===== src/source/cong_man_pkg.sv =====
// Congestion manager shared sizes and types
`default_nettype none

package cong_man_pkg;

    ////////////////////////////////////////////////////////////
    // Sizes

    localparam int NUM_EGR_PORTS   = 4;
    localparam int QUEUES_PER_PORT = 2;
    localparam int NUM_QUEUES      = NUM_EGR_PORTS * QUEUES_PER_PORT;

    // Priorities from here up use the high queue of a port
    localparam int HIGH_PRIO_MIN   = 6;

    localparam int DATA_BYTES      = 16;
    localparam int BYTES_PER_PAGE  = 256;
    localparam int WORDS_PER_PAGE  = BYTES_PER_PAGE / DATA_BYTES;
    localparam int NUM_PAGES       = 16;
    localparam int MEM_BYTES       = NUM_PAGES * BYTES_PER_PAGE;
    localparam int MTU_BYTES       = 1500;

    // Descriptor field widths
    localparam int EGR_PORT_BITS   = 4;
    localparam int PRIO_BITS       = 3;

    ////////////////////////////////////////////////////////////
    // Field types

    typedef logic [$clog2(NUM_QUEUES)-1:0]     queue_idx_t;
    typedef logic [$clog2(NUM_PAGES)-1:0]      page_idx_t;
    // One extra bit so a full pool can be counted
    typedef logic [$clog2(NUM_PAGES):0]        page_count_t;
    typedef logic [$clog2(WORDS_PER_PAGE)-1:0] word_ptr_t;
    typedef logic [$clog2(MTU_BYTES+1)-1:0]    byte_len_t;
    typedef logic [$clog2(MEM_BYTES+1)-1:0]    occ_t;

    ////////////////////////////////////////////////////////////
    // Structs

    // Incoming packet descriptor
    typedef struct packed {
        logic [EGR_PORT_BITS-1:0] egr_port;
        logic [PRIO_BITS-1:0]     prio;
        byte_len_t                byte_len;
        logic                     drop_mark;
    } pkt_desc_t;

    // Per-queue enqueue state
    typedef struct packed {
        occ_t      occupancy;
        word_ptr_t tail_ptr;
        page_idx_t cur_page;
        logic      page_valid;
    } queue_state_t;

    // Listed in rule priority order
    typedef enum logic [1:0] {
        NONE,
        QUEUE_FULL,
        POLICER,
        NO_PAGES
    } drop_reason_t;

    // Admission result, one per descriptor
    typedef struct packed {
        logic         accept;
        drop_reason_t reason;
        queue_idx_t   queue;
        word_ptr_t    new_tail;
        logic         malloc;
        page_idx_t    page;
    } verdict_t;

endpackage

`default_nettype wire


===== src/source/queue_table.sv =====
// Per-queue register file
`default_nettype none
`timescale 1ns/100ps

module queue_table #(
    parameter type    entry_t     = cong_man_pkg::occ_t,
    parameter entry_t RESET_ENTRY = '0
) (
    input  wire                           core_clk_ifc,
    input  wire                           arst_n,

    // Read port, data one cycle after the address
    input  wire cong_man_pkg::queue_idx_t rd_queue,
    output entry_t                        rd_entry,

    // Write port
    input  wire                           wr_valid,
    input  wire cong_man_pkg::queue_idx_t wr_queue,
    input  wire entry_t                   wr_entry
);

    ////////////////////////////////////////////////////////////
    // Storage

    // One entry per queue
    entry_t entries [cong_man_pkg::NUM_QUEUES];

    // Every entry starts from a known value, thresholds and
    // queue state alike
    always_ff @(posedge core_clk_ifc or negedge arst_n) begin
        if (!arst_n) begin
            for (int q = 0; q < cong_man_pkg::NUM_QUEUES; q++) begin
                entries[q] <= RESET_ENTRY;
            end
        end else if (wr_valid) begin
            entries[wr_queue] <= wr_entry;
        end
    end

    ////////////////////////////////////////////////////////////
    // Registered read

    // Same-edge write is not visible here, old data comes out
    always_ff @(posedge core_clk_ifc or negedge arst_n) begin
        if (!arst_n) begin
            rd_entry <= RESET_ENTRY;
        end else begin
            rd_entry <= entries[rd_queue];
        end
    end

endmodule

`default_nettype wire


===== src/source/page_allocator.sv =====
// Free page pool
`default_nettype none
`timescale 1ns/100ps

module page_allocator (
    input  wire                            core_clk_ifc,
    input  wire                            arst_n,

    // Allocation, page is valid before the request edge
    input  wire                            alloc,
    output cong_man_pkg::page_idx_t        alloc_page,

    // Returned pages
    input  wire                            release_valid,
    input  wire cong_man_pkg::page_idx_t   release_page,

    output cong_man_pkg::page_count_t      free_count
);

    ////////////////////////////////////////////////////////////
    // Fresh pages

    // Next never-used page, reaches NUM_PAGES once all are out
    cong_man_pkg::page_count_t fresh_next;
    logic                      fresh_avail;

    assign fresh_avail = fresh_next < cong_man_pkg::page_count_t'(cong_man_pkg::NUM_PAGES);

    always_ff @(posedge core_clk_ifc or negedge arst_n) begin
        if (!arst_n) begin
            fresh_next <= '0;
        end else if (alloc && fresh_avail) begin
            fresh_next <= fresh_next + 1'b1;
        end
    end

    ////////////////////////////////////////////////////////////
    // Returned page FIFO

    // Depth covers every page, pointers wrap on their own
    cong_man_pkg::page_idx_t ret_fifo [cong_man_pkg::NUM_PAGES];
    cong_man_pkg::page_idx_t ret_rd_ptr;
    cong_man_pkg::page_idx_t ret_wr_ptr;

    always_ff @(posedge core_clk_ifc) begin
        if (release_valid) begin
            ret_fifo[ret_wr_ptr] <= release_page;
        end
    end

    // FIFO cannot be empty here, a nonzero free count with
    // no fresh pages left means pages were returned
    always_ff @(posedge core_clk_ifc or negedge arst_n) begin
        if (!arst_n) begin
            ret_rd_ptr <= '0;
            ret_wr_ptr <= '0;
        end else begin
            if (release_valid) begin
                ret_wr_ptr <= ret_wr_ptr + 1'b1;
            end
            if (alloc && !fresh_avail) begin
                ret_rd_ptr <= ret_rd_ptr + 1'b1;
            end
        end
    end

    assign alloc_page = fresh_avail ? cong_man_pkg::page_idx_t'(fresh_next)
                                    : ret_fifo[ret_rd_ptr];

    ////////////////////////////////////////////////////////////
    // Free count

    always_ff @(posedge core_clk_ifc or negedge arst_n) begin
        if (!arst_n) begin
            free_count <= cong_man_pkg::page_count_t'(cong_man_pkg::NUM_PAGES);
        end else begin
            case ({alloc, release_valid})
                2'b10:   free_count <= free_count - 1'b1;
                2'b01:   free_count <= free_count + 1'b1;
                default: free_count <= free_count;
            endcase
        end
    end

endmodule

`default_nettype wire


===== src/source/admission_ctrl.sv =====
// Admission pipeline
`default_nettype none
`timescale 1ns/100ps

module admission_ctrl (
    input  wire                              core_clk_ifc,
    input  wire                              arst_n,

    input  wire                              desc_valid,
    input  wire cong_man_pkg::pkt_desc_t     desc,

    // Table reads, shared address
    output cong_man_pkg::queue_idx_t         rd_queue,
    input  wire cong_man_pkg::occ_t          thresh,
    input  wire cong_man_pkg::queue_state_t  state,

    // State write back
    output logic                             state_wr_valid,
    output cong_man_pkg::queue_idx_t         state_wr_queue,
    output cong_man_pkg::queue_state_t       state_wr,

    // Page pool
    output logic                             alloc,
    input  wire cong_man_pkg::page_idx_t     alloc_page,
    input  wire cong_man_pkg::page_count_t   free_count,

    output logic                             verdict_valid,
    output cong_man_pkg::verdict_t           verdict
);

    logic                        desc_high;
    logic                        s1_valid;
    cong_man_pkg::pkt_desc_t     s1_desc;
    cong_man_pkg::queue_idx_t    s1_queue;
    logic                        fwd_valid;
    cong_man_pkg::queue_state_t  fwd_state;

    cong_man_pkg::queue_state_t  cur_state;
    cong_man_pkg::queue_state_t  nxt_state;
    cong_man_pkg::occ_t          words;
    cong_man_pkg::occ_t          tail_sum;
    logic [$bits(cong_man_pkg::occ_t):0] occ_sum;
    cong_man_pkg::page_count_t   occ_pages;
    logic                        need_malloc;
    logic                        accept;
    cong_man_pkg::drop_reason_t  reason;

    ////////////////////////////////////////////////////////////
    // Stage 1, queue lookup while the tables read

    assign desc_high = desc.prio >= cong_man_pkg::HIGH_PRIO_MIN;
    assign rd_queue  = cong_man_pkg::queue_idx_t'(
        desc.egr_port * cong_man_pkg::QUEUES_PER_PORT + desc_high);

    // Table read misses a write on the same edge, so catch it
    always_ff @(posedge core_clk_ifc or negedge arst_n) begin
        if (!arst_n) begin
            s1_valid  <= 1'b0;
            fwd_valid <= 1'b0;
        end else begin
            s1_valid  <= desc_valid;
            fwd_valid <= desc_valid && state_wr_valid && (rd_queue == state_wr_queue);
        end
    end

    always_ff @(posedge core_clk_ifc) begin
        s1_desc   <= desc;
        s1_queue  <= rd_queue;
        fwd_state <= state_wr;
    end

    ////////////////////////////////////////////////////////////
    // Stage 2, drop rules

    // Pool outputs come from its registers and already hold
    // the previous packet's allocation
    assign cur_state = fwd_valid ? fwd_state : state;

    // Length in buffer words, rounded up
    assign words = (cong_man_pkg::occ_t'(s1_desc.byte_len) +
                    cong_man_pkg::occ_t'(cong_man_pkg::DATA_BYTES - 1)) /
                   cong_man_pkg::occ_t'(cong_man_pkg::DATA_BYTES);
    assign tail_sum  = cong_man_pkg::occ_t'(cur_state.tail_ptr) + words;
    assign occ_sum   = {1'b0, cur_state.occupancy} + s1_desc.byte_len;
    assign occ_pages = cong_man_pkg::page_count_t'(
        cur_state.occupancy / cong_man_pkg::BYTES_PER_PAGE);

    assign need_malloc = !cur_state.page_valid ||
                         (tail_sum >= cong_man_pkg::occ_t'(cong_man_pkg::WORDS_PER_PAGE));

    // First matching rule wins
    always_comb begin
        if (occ_sum > {1'b0, thresh}) begin
            reason = cong_man_pkg::QUEUE_FULL;
        end else if (s1_desc.drop_mark && (s1_desc.prio < cong_man_pkg::HIGH_PRIO_MIN)) begin
            reason = cong_man_pkg::POLICER;
        end else if (need_malloc && ((occ_pages > free_count) || (free_count == '0))) begin
            reason = cong_man_pkg::NO_PAGES;
        end else begin
            reason = cong_man_pkg::NONE;
        end
    end

    assign accept = (reason == cong_man_pkg::NONE);

    // Dropped packets leave the queue untouched
    always_comb begin
        nxt_state = cur_state;
        if (accept) begin
            nxt_state.occupancy = cong_man_pkg::occ_t'(occ_sum);
            nxt_state.tail_ptr  = cong_man_pkg::word_ptr_t'(
                tail_sum % cong_man_pkg::WORDS_PER_PAGE);
            if (need_malloc) begin
                nxt_state.cur_page   = alloc_page;
                nxt_state.page_valid = 1'b1;
            end
        end
    end

    ////////////////////////////////////////////////////////////
    // Write back and verdict

    assign state_wr_valid = s1_valid && accept;
    assign state_wr_queue = s1_queue;
    assign state_wr       = nxt_state;
    assign alloc          = state_wr_valid && need_malloc;

    always_ff @(posedge core_clk_ifc or negedge arst_n) begin
        if (!arst_n) begin
            verdict_valid <= 1'b0;
        end else begin
            verdict_valid <= s1_valid;
        end
    end

    always_ff @(posedge core_clk_ifc) begin
        verdict.accept   <= accept;
        verdict.reason   <= reason;
        verdict.queue    <= s1_queue;
        verdict.new_tail <= nxt_state.tail_ptr;
        verdict.malloc   <= accept && need_malloc;
        verdict.page     <= nxt_state.cur_page;
    end

endmodule

`default_nettype wire


===== src/source/congestion_manager.sv =====
// Congestion manager top level
`default_nettype none
`timescale 1ns/100ps

module congestion_manager (
    input  wire                            core_clk_ifc,
    input  wire                            arst_n,

    // Drop threshold configuration
    input  wire                            cfg_valid,
    input  wire cong_man_pkg::queue_idx_t  cfg_queue,
    input  wire cong_man_pkg::occ_t        cfg_thresh,

    input  wire                            desc_valid,
    input  wire cong_man_pkg::pkt_desc_t   desc,

    input  wire                            page_release_valid,
    input  wire cong_man_pkg::page_idx_t   page_release,

    output logic                           verdict_valid,
    output cong_man_pkg::verdict_t         verdict,
    output cong_man_pkg::page_count_t      num_free_pages
);

    cong_man_pkg::queue_idx_t   rd_queue;
    cong_man_pkg::occ_t         thresh;
    cong_man_pkg::queue_state_t state;
    logic                       state_wr_valid;
    cong_man_pkg::queue_idx_t   state_wr_queue;
    cong_man_pkg::queue_state_t state_wr;
    logic                       alloc;
    cong_man_pkg::page_idx_t    alloc_page;

    ////////////////////////////////////////////////////////////
    // Queue tables

    // Thresholds start at the whole buffer
    queue_table #(
        .entry_t     (cong_man_pkg::occ_t),
        .RESET_ENTRY (cong_man_pkg::occ_t'(cong_man_pkg::MEM_BYTES))
    ) u_thresh_table (
        .core_clk_ifc (core_clk_ifc),
        .arst_n       (arst_n),
        .rd_queue     (rd_queue),
        .rd_entry     (thresh),
        .wr_valid     (cfg_valid),
        .wr_queue     (cfg_queue),
        .wr_entry     (cfg_thresh)
    );

    // Empty queues with no page
    queue_table #(
        .entry_t     (cong_man_pkg::queue_state_t),
        .RESET_ENTRY (cong_man_pkg::queue_state_t'('0))
    ) u_state_table (
        .core_clk_ifc (core_clk_ifc),
        .arst_n       (arst_n),
        .rd_queue     (rd_queue),
        .rd_entry     (state),
        .wr_valid     (state_wr_valid),
        .wr_queue     (state_wr_queue),
        .wr_entry     (state_wr)
    );

    ////////////////////////////////////////////////////////////
    // Page pool and admission

    page_allocator u_page_alloc (
        .core_clk_ifc  (core_clk_ifc),
        .arst_n        (arst_n),
        .alloc         (alloc),
        .alloc_page    (alloc_page),
        .release_valid (page_release_valid),
        .release_page  (page_release),
        .free_count    (num_free_pages)
    );

    admission_ctrl u_admission (
        .core_clk_ifc   (core_clk_ifc),
        .arst_n         (arst_n),
        .desc_valid     (desc_valid),
        .desc           (desc),
        .rd_queue       (rd_queue),
        .thresh         (thresh),
        .state          (state),
        .state_wr_valid (state_wr_valid),
        .state_wr_queue (state_wr_queue),
        .state_wr       (state_wr),
        .alloc          (alloc),
        .alloc_page     (alloc_page),
        .free_count     (num_free_pages),
        .verdict_valid  (verdict_valid),
        .verdict        (verdict)
    );

endmodule

`default_nettype wire


===== config.mk =====
export PLATFORM = sky130hd
export DESIGN_NAME = congestion_manager
export DESIGN_NICKNAME = d
export VERILOG_FILES = /design/src/source/cong_man_pkg.sv /design/src/source/queue_table.sv /design/src/source/page_allocator.sv /design/src/source/admission_ctrl.sv /design/src/source/congestion_manager.sv
export SDC_FILE = /design/constraint.sdc
export NUM_CORES = 1
export LEC_CHECK = 0
export ABC_AREA = 0
export ABC_CLOCK_PERIOD_IN_PS = 10300
export BUFFER_PORTS_ARGS = -buffer_cell sky130_fd_sc_hd__buf_2
export CAP_MARGIN = 5
export CORE_UTILIZATION = 55
export DETAILED_ROUTE_END_ITERATION = 7
export PLACE_DENSITY = 0.74
export SYNTH_ARGS = -nofsm -noshare
export SYNTH_HDL_FRONTEND = slang
export SYNTH_SLANG_ARGS = --single-unit

===== constraint.sdc =====
create_clock -name core_clk_ifc -period 10.3 [get_ports core_clk_ifc]
set_clock_uncertainty 0.15 [all_clocks]
set_input_delay 1.03 -clock core_clk_ifc [delete_from_list [all_inputs] [get_ports core_clk_ifc]]
set_output_delay 1.03 -clock core_clk_ifc [all_outputs]
set_load 0.005 [all_outputs]

* Yosys cells after proc, flatten, opt, wreduce, memory -nomap -nowiden
Memories as Yosys holds them, arrays and structs flattened. Cells that the tools add are included.
Storage, ports and cells: register bits 383, bits in writable memories 64, input port bits 44, logic and storage cells 131, memories 1
Operators by class: $add $sub $neg 9, $lt $le $gt $ge 11, equal/unequal tests 3, muxes and demuxes 22, bitwise logic cells 3, reductions and logical operators 18
Memory list:
- u_page_alloc.ret_fifo | words 16, bits a word 4, read ports 1, clocked after memory_dff 0, write ports 1, line page_allocator.sv:41 | cong_man_pkg::page_idx_t ret_fifo [cong_man_pkg::NUM_PAGES];
Operators with widths (count):
- 176-bit bitwise mux | 1
- 22-bit 2-to-1 mux | 5
- 104-bit bitwise mux | 1
- 22-bit binary-select mux with 3-bit select | 1
- 22-bit demux with 3-bit select | 1
- 13-bit binary-select mux with 3-bit select | 1
- 13-bit demux with 3-bit select | 1
- 13-bit 2-to-1 mux | 3
- 13-bit by 11-bit adder with 14-bit output | 1
- 14-bit by 13-bit > comparator with 1-bit output | 1
- 13-bit by 5-bit greater-or-equal comparator with 1-bit output (second input constant) | 1
- 11-bit by 4-bit adder with 12-bit output (second input constant) | 1
- 4-bit greater-or-equal comparator (second input constant) | 3
- 3-bit inverter with 4-bit output | 3
- 1-bit logical AND | 11
- 4-bit by 9-bit adder with 10-bit output | 1
- 5-bit by 1-bit adder with 5-bit output (second input constant) | 2
- 5-bit case mux with 2 select lines | 1
- 4-bit by 1-bit adder with 4-bit output (second input constant) | 2
- 4-bit by 1-bit less-than comparator with 1-bit output (second input constant) | 2
- 2-bit 2-to-1 mux | 3
- 5-bit > comparator | 1
- 5-bit zero test | 1
- 5-bit less-than comparator (second input constant) | 1
- other kinds (14) | 17

* Longest topological paths before layout
Gate-level depths: netlist of run 1.
depth after elaboration 13, gate-level depth with buffers 30, gate-level depth less buffers 27

* Hierarchy
From an unflattened synthesis of run 1, not the netlist that was laid out.
Unflattened totals: cells, all modules 1260, area, all modules 20285.7 µm²
Modules (own cells, without submodules):
- queue_table at u_state_table | times used 1, cells an instance 476, area each 8594.5 µm², seq. area each 4954.8 µm²
- queue_table at u_thresh_table | times used 1, cells an instance 283, area each 5111.2 µm², seq. area each 2939.1 µm²
- page_allocator | times used 1, cells an instance 210, area each 3582.2 µm², seq. area each 2373.5 µm²
- admission_ctrl | times used 1, cells an instance 291, area each 2997.9 µm², seq. area each 996.0 µm²

* Worst setup path before layout of run 1
No wires, ideal clock.
path kind flip-flop to flip-flop, start register u_admission.fwd_valid, end register u_page_alloc.free_count[4], setup time 0.075 ns, data arrival time 6.344 ns, required time 10.075 ns, path slack 3.731 ns, stages on the path, launching flop included 29, path buffers 3, path through dfrtp_1 -> buf_1 -> clkbuf_1 -> mux2_2 -> ha_1 -> and3_1 -> a221o_1 -> o221ai_2 -> nand2b_1 -> nand2b_1 -> a21oi_1 -> xnor2_1 -> ha_1 -> a21o_1 -> a21oi_1 -> nand3_1 -> o31ai_1 -> o211ai_4 -> nor3_4 -> buf_6 -> nand2_1 -> ha_1 -> inv_1 -> ha_1 -> a21o_1 -> a21oi_1 -> xnor2_1 -> nor2_1 -> xnor2_1
On the way: word-level cells in the longest chain between the ends 13
Ends and longest elaborated chain:
- start, declared | line admission_ctrl.sv:35 | logic fwd_valid;
- start signal, assigned | line admission_ctrl.sv:62 | fwd_valid <= desc_valid && state_wr_valid && (rd_queue == state_wr_queue);
- 22-bit 2-to-1 mux * | line admission_ctrl.sv:77 | assign cur_state = fwd_valid ? fwd_state : state;
- 4-bit by 9-bit adder with 10-bit output | line admission_ctrl.sv:83 | assign tail_sum = cong_man_pkg::occ_t'(cur_state.tail_ptr) + words;
- 13-bit by 5-bit greater-or-equal comparator with 1-bit output | line admission_ctrl.sv:89 | (tail_sum >= cong_man_pkg::occ_t'(cong_man_pkg::WORDS_PER_PAGE));
- 1-bit logical OR | line admission_ctrl.sv:88 | assign need_malloc = !cur_state.page_valid ||
- 1-bit logical AND | line admission_ctrl.sv:97 | end else if (need_malloc && ((occ_pages > free_count) || (free_count == '0))) begin
- 2-bit 2-to-1 mux | line admission_ctrl.sv:97
- 2-bit 2-to-1 mux | line admission_ctrl.sv:95 | end else if (s1_desc.drop_mark && (s1_desc.prio < cong_man_pkg::HIGH_PRIO_MIN)) begin
- 2-bit 2-to-1 mux | line admission_ctrl.sv:93 | if (occ_sum > {1'b0, thresh}) begin
- 2-bit zero test | line admission_ctrl.sv:104 | assign accept = (reason == cong_man_pkg::NONE);
- 1-bit logical AND | line admission_ctrl.sv:123 | assign state_wr_valid = s1_valid && accept;
- 1-bit logical AND * | line admission_ctrl.sv:126 | assign alloc = state_wr_valid && need_malloc;
- 2-bit by 1-bit equality test with 1-bit output / 2-bit equality test (equally long branches) | line page_allocator.sv:77 | case ({alloc, release_valid})
- 5-bit case mux with 2 select lines / 2-bit nonzero test (equally long branches)
- end signal, assigned | line page_allocator.sv:78 | 2'b10: free_count <= free_count - 1'b1;
- end signal, assigned | line page_allocator.sv:79 | 2'b01: free_count <= free_count + 1'b1;
- end signal, assigned | line page_allocator.sv:80 | default: free_count <= free_count;
- end, declared | line page_allocator.sv:17 | output cong_man_pkg::page_count_t free_count
Every way passes the cells marked *; elsewhere a longest branch is shown, timed or not. A chain may end at the register's enable or synchronous reset.

* Worst setup path after layout of run 1
Same ends and word-level chain as after synthesis.

==> metrics.txt, run 1 <==
outcome finished clean; Final #Nets 1441; Post-Route WL 40.1 mm; Setup Crit Path Kind reg2reg; max-cap violation count 0; layout cells sized above 1 42.5%; hold-critical path depth 0; pre-CTS setup slack 2330 ps; Top FF cell, synth dfrtp_1; Max transition margin 29.7%; core area 35600 µm²; Period minus WS final 8090 ps; first-pass GRT wire length 64.0 mm; worst-case clock buffer depth 3; CP startpoint u_admission.fwd_valid$_DFF_PN0_; crit-path max FO 15; Post-synth top cells dfrtp_1, mux2_2, mux4_2; switching pwr 0.00206 W; post-synth top area share 41.0%; Hold Buf Count CTS 0; final estimated routing congestion in global placement 0.799; synth top area cells dfrtp_1, mux2_2, edfxtp_1, mux4_2, dfxtp_1; pwr/cell area 294 nW/µm²; Mapped Nets 1383; fraction of registers with async set/reset 75.3%; synthesized area 19900 µm²; HPWL after DPL 24.2 mm; fillers 2681; row cnt 69; RSZ-0062 raised after global routing no; Flop pwr share 40.8%; fin worst setup slack 2210 ps; height of the die 192 µm; Pwr Total 0.00650 W; max incr delay on CP 760 ps; EDFF count, synth 64; worst-margin pin slew 1050 ps; pins over their slew limit 0; critical path arrival 8430 ps; Synth area leader dfrtp_1; CTS tree yes; Synth Instances 1292; Resize count post-CTS 0; Final ANT Viol Nets 0; Distinct cells, synth 62; Synth Register Bits 446; worst path required time 10630 ps; All-Layer GR Usage 23.0%; Die Area 36900 µm²; initial core utilization 55.9%; DRC 0; setup TNS 0 ps; Clk network pwr share 25.8%; Final Cycle Share 78.6%; Worst Hold Class reg2reg; IO Port Bufs 61; IO Pins 65; Final setup viols 0; crit path max-delay cell type xnor2_1; Die X 192 µm; CP endpoint kind register; area delta synth->final 11.3%; worst hold start u_admission.state_wr_queue[1]$_DFF_P_; H-tree depth 2; Max IR drop VDD 0.000226 V; Static Leak 9.43 nW; Yosys Warn Count 0; worst r2r src u_admission.fwd_valid$_DFF_PN0_; f_max 0.124 GHz; count leader, synth dfrtp_1; n_diodes 0; Startpoint Class register; number of setup buffers added after CTS 0; average via count per standard cell 5.84; 1st-pass router iterations 5; number of DRC markers in iteration 0 530; cell internal pwr 0.00444 W; Seq/Total Area, Yosys 56.7%; largest net degree at the start of global routing 131; post-synthesis average cell area 15.4 µm²; Final Hold Viols 0; antenna violations before repair 2; grt total ovfl 0; clock root buffer clkbuf_16; Clk pin slew, worst setup/hold paths 60 ps; R2R depth 27; clk_lat worst skew 570 ps; vias after detailed routing 10800; Net Sw Frac 31.7%; most used cell, CP ha_1; vias in the first global route 11300; post-DR wirelength/cell 21.7 µm; clock sink count 446; number of CTS-inserted buffers 46; Comb power frac 33.5%
## registers in the layout (all words and copies together), names as in the netlist
register                    flops
u_state_table.entries         176
u_thresh_table.entries        104
u_page_alloc.ret_fifo          64
u_admission.fwd_state          22
u_state_table.rd_entry         22
u_admission.s1_desc            14
u_thresh_table.rd_entry        13
u_admission.verdict             7
u_page_alloc.free_count         5
u_page_alloc.fresh_next         5
u_page_alloc.ret_rd_ptr         4
u_page_alloc.ret_wr_ptr         4
u_admission.state_wr_queue      3
u_admission.fwd_valid           1
u_admission.s1_valid            1
u_admission.verdict_valid       1
## layout by cell type (no fill, tap or decap), types with 9 or more instances in the layout
cell type and instances:
inv_1 43, nor2b_1 10, dfstp_2 10, mux2_1 16, mux4_2 81, o21ai_0 13, dfxtp_1 46, dfrtp_1 326
nor2_1 16, and2_1 13, xnor2_1 27, or2_2 9, mux2_2 314, clkbuf_1 9, clkinv_2 11, nand4_1 9
clkbuf_16 48, buf_4 21, ha_1 44, mux2i_1 26, a21oi_1 17, buf_2 59, nand3_1 14, nand2_1 23
edfxtp_1 64
## layout make-up
cell class              instances  area, µm²  share of cell area (%)
well taps                     461        577                    2.61
repair buffers                 81        468                    2.12
flip-flops and latches        446      11300                    50.9
inverters                      43        161                   0.730
clock inverters                20        193                   0.871
multi-input cells             732       8110                    36.7
clock buffers                  65       1350                    6.08
## through the flow
step                      area [µm²]  instances  utilization (%)  hold slack (ps)
after floorplan                19900       1292                -              235
after global placement         20600       1763             57.9              291
after detailed placement       20600       1763             57.9              287
after CTS                      22100       1848             62.2              303
after global routing           22100       1848             62.2              320
final                          22100       1848             62.2              309
## path summary, 6_finish.rpt
check,endpoint,slack (ps)
worst min-delay path,u_admission.verdict[10]$_DFF_P_,310
min in group asynchronous,u_state_table.entries[167]$_DFFE_PN0P_,400
worst max-delay path,u_page_alloc.free_count[4]$_DFFE_PN1P_,2210
worst min register to register,u_admission.verdict[10]$_DFF_P_,310
max in group asynchronous,u_state_table.entries[24]$_DFFE_PN0P_,7290
worst max register to register,u_page_alloc.free_count[4]$_DFFE_PN1P_,2210
## per-layer routing
metal,vias to the layer above,global-route usage (%),part of all wire [%]
li1,4887,-,-
met1,5657,31.8,45
met2,194,37.4,49
met3,53,4.29,3.9
met4,2,6.12,2.0
met5,-,0,0.025
## kinds of logic after synthesis
kind of cell | count (synthesis) | share of synthesized area [%]
DFF | 446 | 56.7
muxes | 439 | 29.3
and+or+nand+nor | 143 | 4.27
buffers and inverters | 114 | 2.71
AOI/OAI and AO/OA | 72 | 2.60
adders and majority gates | 47 | 3.07
xor gates and xnor gates | 31 | 1.37
## power by group through the flow
| stage | clock (W) | combinational (W) | sequential, W |
|---|---|---|---|
| floorplan | 0 | 0.00172 | 0.00256 |
| global placement | 0 | 0.00211 | 0.00264 |
| detailed placement | 0 | 0.00218 | 0.00268 |
| CTS | 0.00171 | 0.00219 | 0.00265 |
| global route | 0.00178 | 0.00240 | 0.00272 |
| finish | 0.00167 | 0.00218 | 0.00265 |
## worst max-delay path, delay by kind of cell (launching register included)
family	cells	cell delay (ps)
AOI/OAI and AO/OA	10	2500
xor gates and xnor gates	3	1050
adders and majority gates	5	1540
buffers and inverters	3	590
DFF	1	590
muxes	1	230
and+or+nand+nor	5	1320
Note: power is estimated with default switching activity, not from simulation.
==> run 2: changes to the inputs <==
- ABC_CLOCK_PERIOD_IN_PS: 10300 -> 7300
- PLACE_DENSITY: 0.74 -> 0.77
- clock period: 10.3 -> 7.3 ns (I/O delays scaled with it)
==> metrics.txt, run 2 (synthesis results as in run 1) <==
biggest registers after layout u_state_table.entries: 176 flops, u_thresh_table.entries: 104 flops, u_page_alloc.ret_fifo: 64 flops (unchanged); number of setup buffers added after CTS 0 (unchanged); number of DRC markers in iteration 0 631 (was 530); average via count per standard cell 5.87 (was 5.84); layout cells sized above 1 42.0% (was 42.5%); max-cap violation count 0 (unchanged); initial core utilization 55.9% (unchanged); Final ANT Viol Nets 0 (unchanged); grt total ovfl 0 (unchanged); Max IR drop VDD 0.000323 V (was 0.000226 V); Period minus WS final 6800 ps (was 8090 ps); f_max 0.147 GHz (was 0.124 GHz); HPWL after DPL 24.4 mm (was 24.2 mm); core area 35600 µm² (unchanged); Setup Crit Path Kind reg2reg (unchanged); Final setup viols 0 (unchanged); number of CTS-inserted buffers 47 (was 46); pre-CTS setup slack 559 ps (was 2330 ps); pins over their slew limit 0 (unchanged); Die X 192 µm (unchanged); largest reg by FF count u_state_table.entries (unchanged); commonest non-fill, non-tap cell in the layout dfrtp_1 (unchanged); final estimated routing congestion in global placement 0.775 (was 0.799); worst path required time 7620 ps (was 10630 ps); vias after detailed routing 10900 (was 10800); antenna violations before repair 1 (was 2); 1st-pass router iterations 5 (unchanged); largest net degree at the start of global routing 196 (was 131); All-Layer GR Usage 22.3% (was 23.0%); H-tree depth 2 (unchanged); vias in the first global route 11600 (was 11300); IO Port Bufs 61 (unchanged); critical path arrival 7120 ps (was 8430 ps); fin worst setup slack 504 ps (was 2210 ps); worst-margin pin slew 1040 ps (was 1050 ps); clk_lat worst skew 550 ps (was 570 ps); hold_ws 12.0 ps (was 309 ps); first-pass GRT wire length 63.4 mm (was 64.0 mm); setup TNS 0 ps (unchanged); pwr/cell area 413 nW/µm² (was 294 nW/µm²); CP endpoint kind register (unchanged); Clk pin slew, worst setup/hold paths 60 ps (about the same); RSZ-0062 raised after global routing no (unchanged); Post-Route WL 39.2 mm (was 40.1 mm); post-DR wirelength/cell 21.1 µm (was 21.7 µm); commonest non-fill, non-tap cells in the layout dfrtp_1, mux2_2, mux4_2, edfxtp_1, buf_2 (unchanged); crit-path max FO 12 (was 15); Worst Hold Class in2async (was reg2reg); row cnt 69 (unchanged); Final Cycle Share 93.1% (was 78.6%); area delta synth->final 11.5% (was 11.3%); Startpoint Class register (unchanged); Resize count post-CTS 0 (unchanged); Final #Nets 1447 (was 1441); Die Area 36900 µm² (unchanged); height of the die 192 µm (unchanged); worst-case clock buffer depth 3 (unchanged); DRC 0 (unchanged); Hold Buf Count CTS 0 (unchanged); Final Hold Viols 0 (unchanged); Max transition margin 30.4% (was 29.7%); Static Leak 9.45 nW (was 9.43 nW); max reg flops 176 (unchanged); CTS tree yes (unchanged); IO Pins 65 (unchanged); clock root buffer clkbuf_16 (unchanged); clock sink count 446 (unchanged); outcome finished clean (unchanged)
[run 2: metrics by stage]
| step | cell area (µm²) | cells | utilization [%] | power [W] |
|---|---|---|---|---|
| after global placement | 20600 | 1768 | 58.0 | 0.00670 |
| after global routing | 22200 | 1855 | 62.3 | 0.00970 |
| final | 22200 | 1856 | 62.3 | 0.00915 |
| after detailed placement | 20600 | 1768 | 58.0 | 0.00687 |
| after floorplan | 19900 | 1292 | - | 0.00603 |
| after CTS | 22200 | 1855 | 62.3 | 0.00921 |
[run 2: routing by layer]
layer | up-vias | global-route usage, % | wire, µm
met5 | - | 0 | 0
met4 | 0 | 5.45 | 817
met3 | 65 | 3.54 | 1400
met2 | 180 | 37.1 | 19200
met1 | 5759 | 30.7 | 17700
li1 | 4892 | - | -
[run 2: area by class of cell]
cell class	instances	area, µm²
sequential	446	11300
inverter	43	161
multi-input combinational	732	8110
fill	2620	13400
tap	461	577
timing repair buffer	86	531
clock buffer	72	1380
clock inverter	15	129
antenna	1	2.50
[run 2: path summary, 6_finish.rpt]
path | from | endpoint | slack [ps] | depth (start not counted)
max reg2reg | u_admission.fwd_valid$_DFF_PN0_ | u_page_alloc.free_count[4]$_DFFE_PN1P_ | 500 | 27
min reg2reg | u_admission.state_wr_queue[0]$_DFF_P_ | u_admission.verdict[9]$_DFF_P_ | 300 | 0
min in group core_clk_ifc | desc[3] | u_admission.s1_desc[3]$_DFF_P_ | 130 | 1
max in group asynchronous | arst_n | u_thresh_table.entries[39]$_DFFE_PN0P_ | 5510 | 2
min | arst_n | u_state_table.entries[132]$_DFFE_PN0P_ | 10 | 1
max | u_admission.fwd_valid$_DFF_PN0_ | u_page_alloc.free_count[4]$_DFFE_PN1P_ | 500 | 27
[run 2: report_power, final]
part	total (W)	internal [W]	switching, W	leakage, nW
registers	0.00374	0.00334	0.000408	5.13
clock network	0.00231	0.00137	0.000936	0.746
logic	0.00310	0.00156	0.00154	3.57
total	0.00915	0.00626	0.00289	9.45
[run 2: critical path: stages (launching register included)]
cell	delay, ps
dfrtp_1	530
buf_4	310
mux2_2	370
ha_1	330
a211oi_1	370
nand2_1	110
o221ai_2	180
nand2b_1	210
nand2b_1	70
a21oi_1	190
xnor2_1	150
buf_4	210
ha_1	260
a21o_1	160
a21oi_1	180
nand3_1	100
o31ai_1	610
o211ai_4	340
nor3_4	300
nand2_1	150
ha_1	270
inv_1	140
ha_1	290
a21o_1	190
a21oi_1	170
xnor2_1	130
nor2_1	70
xnor2_1	140
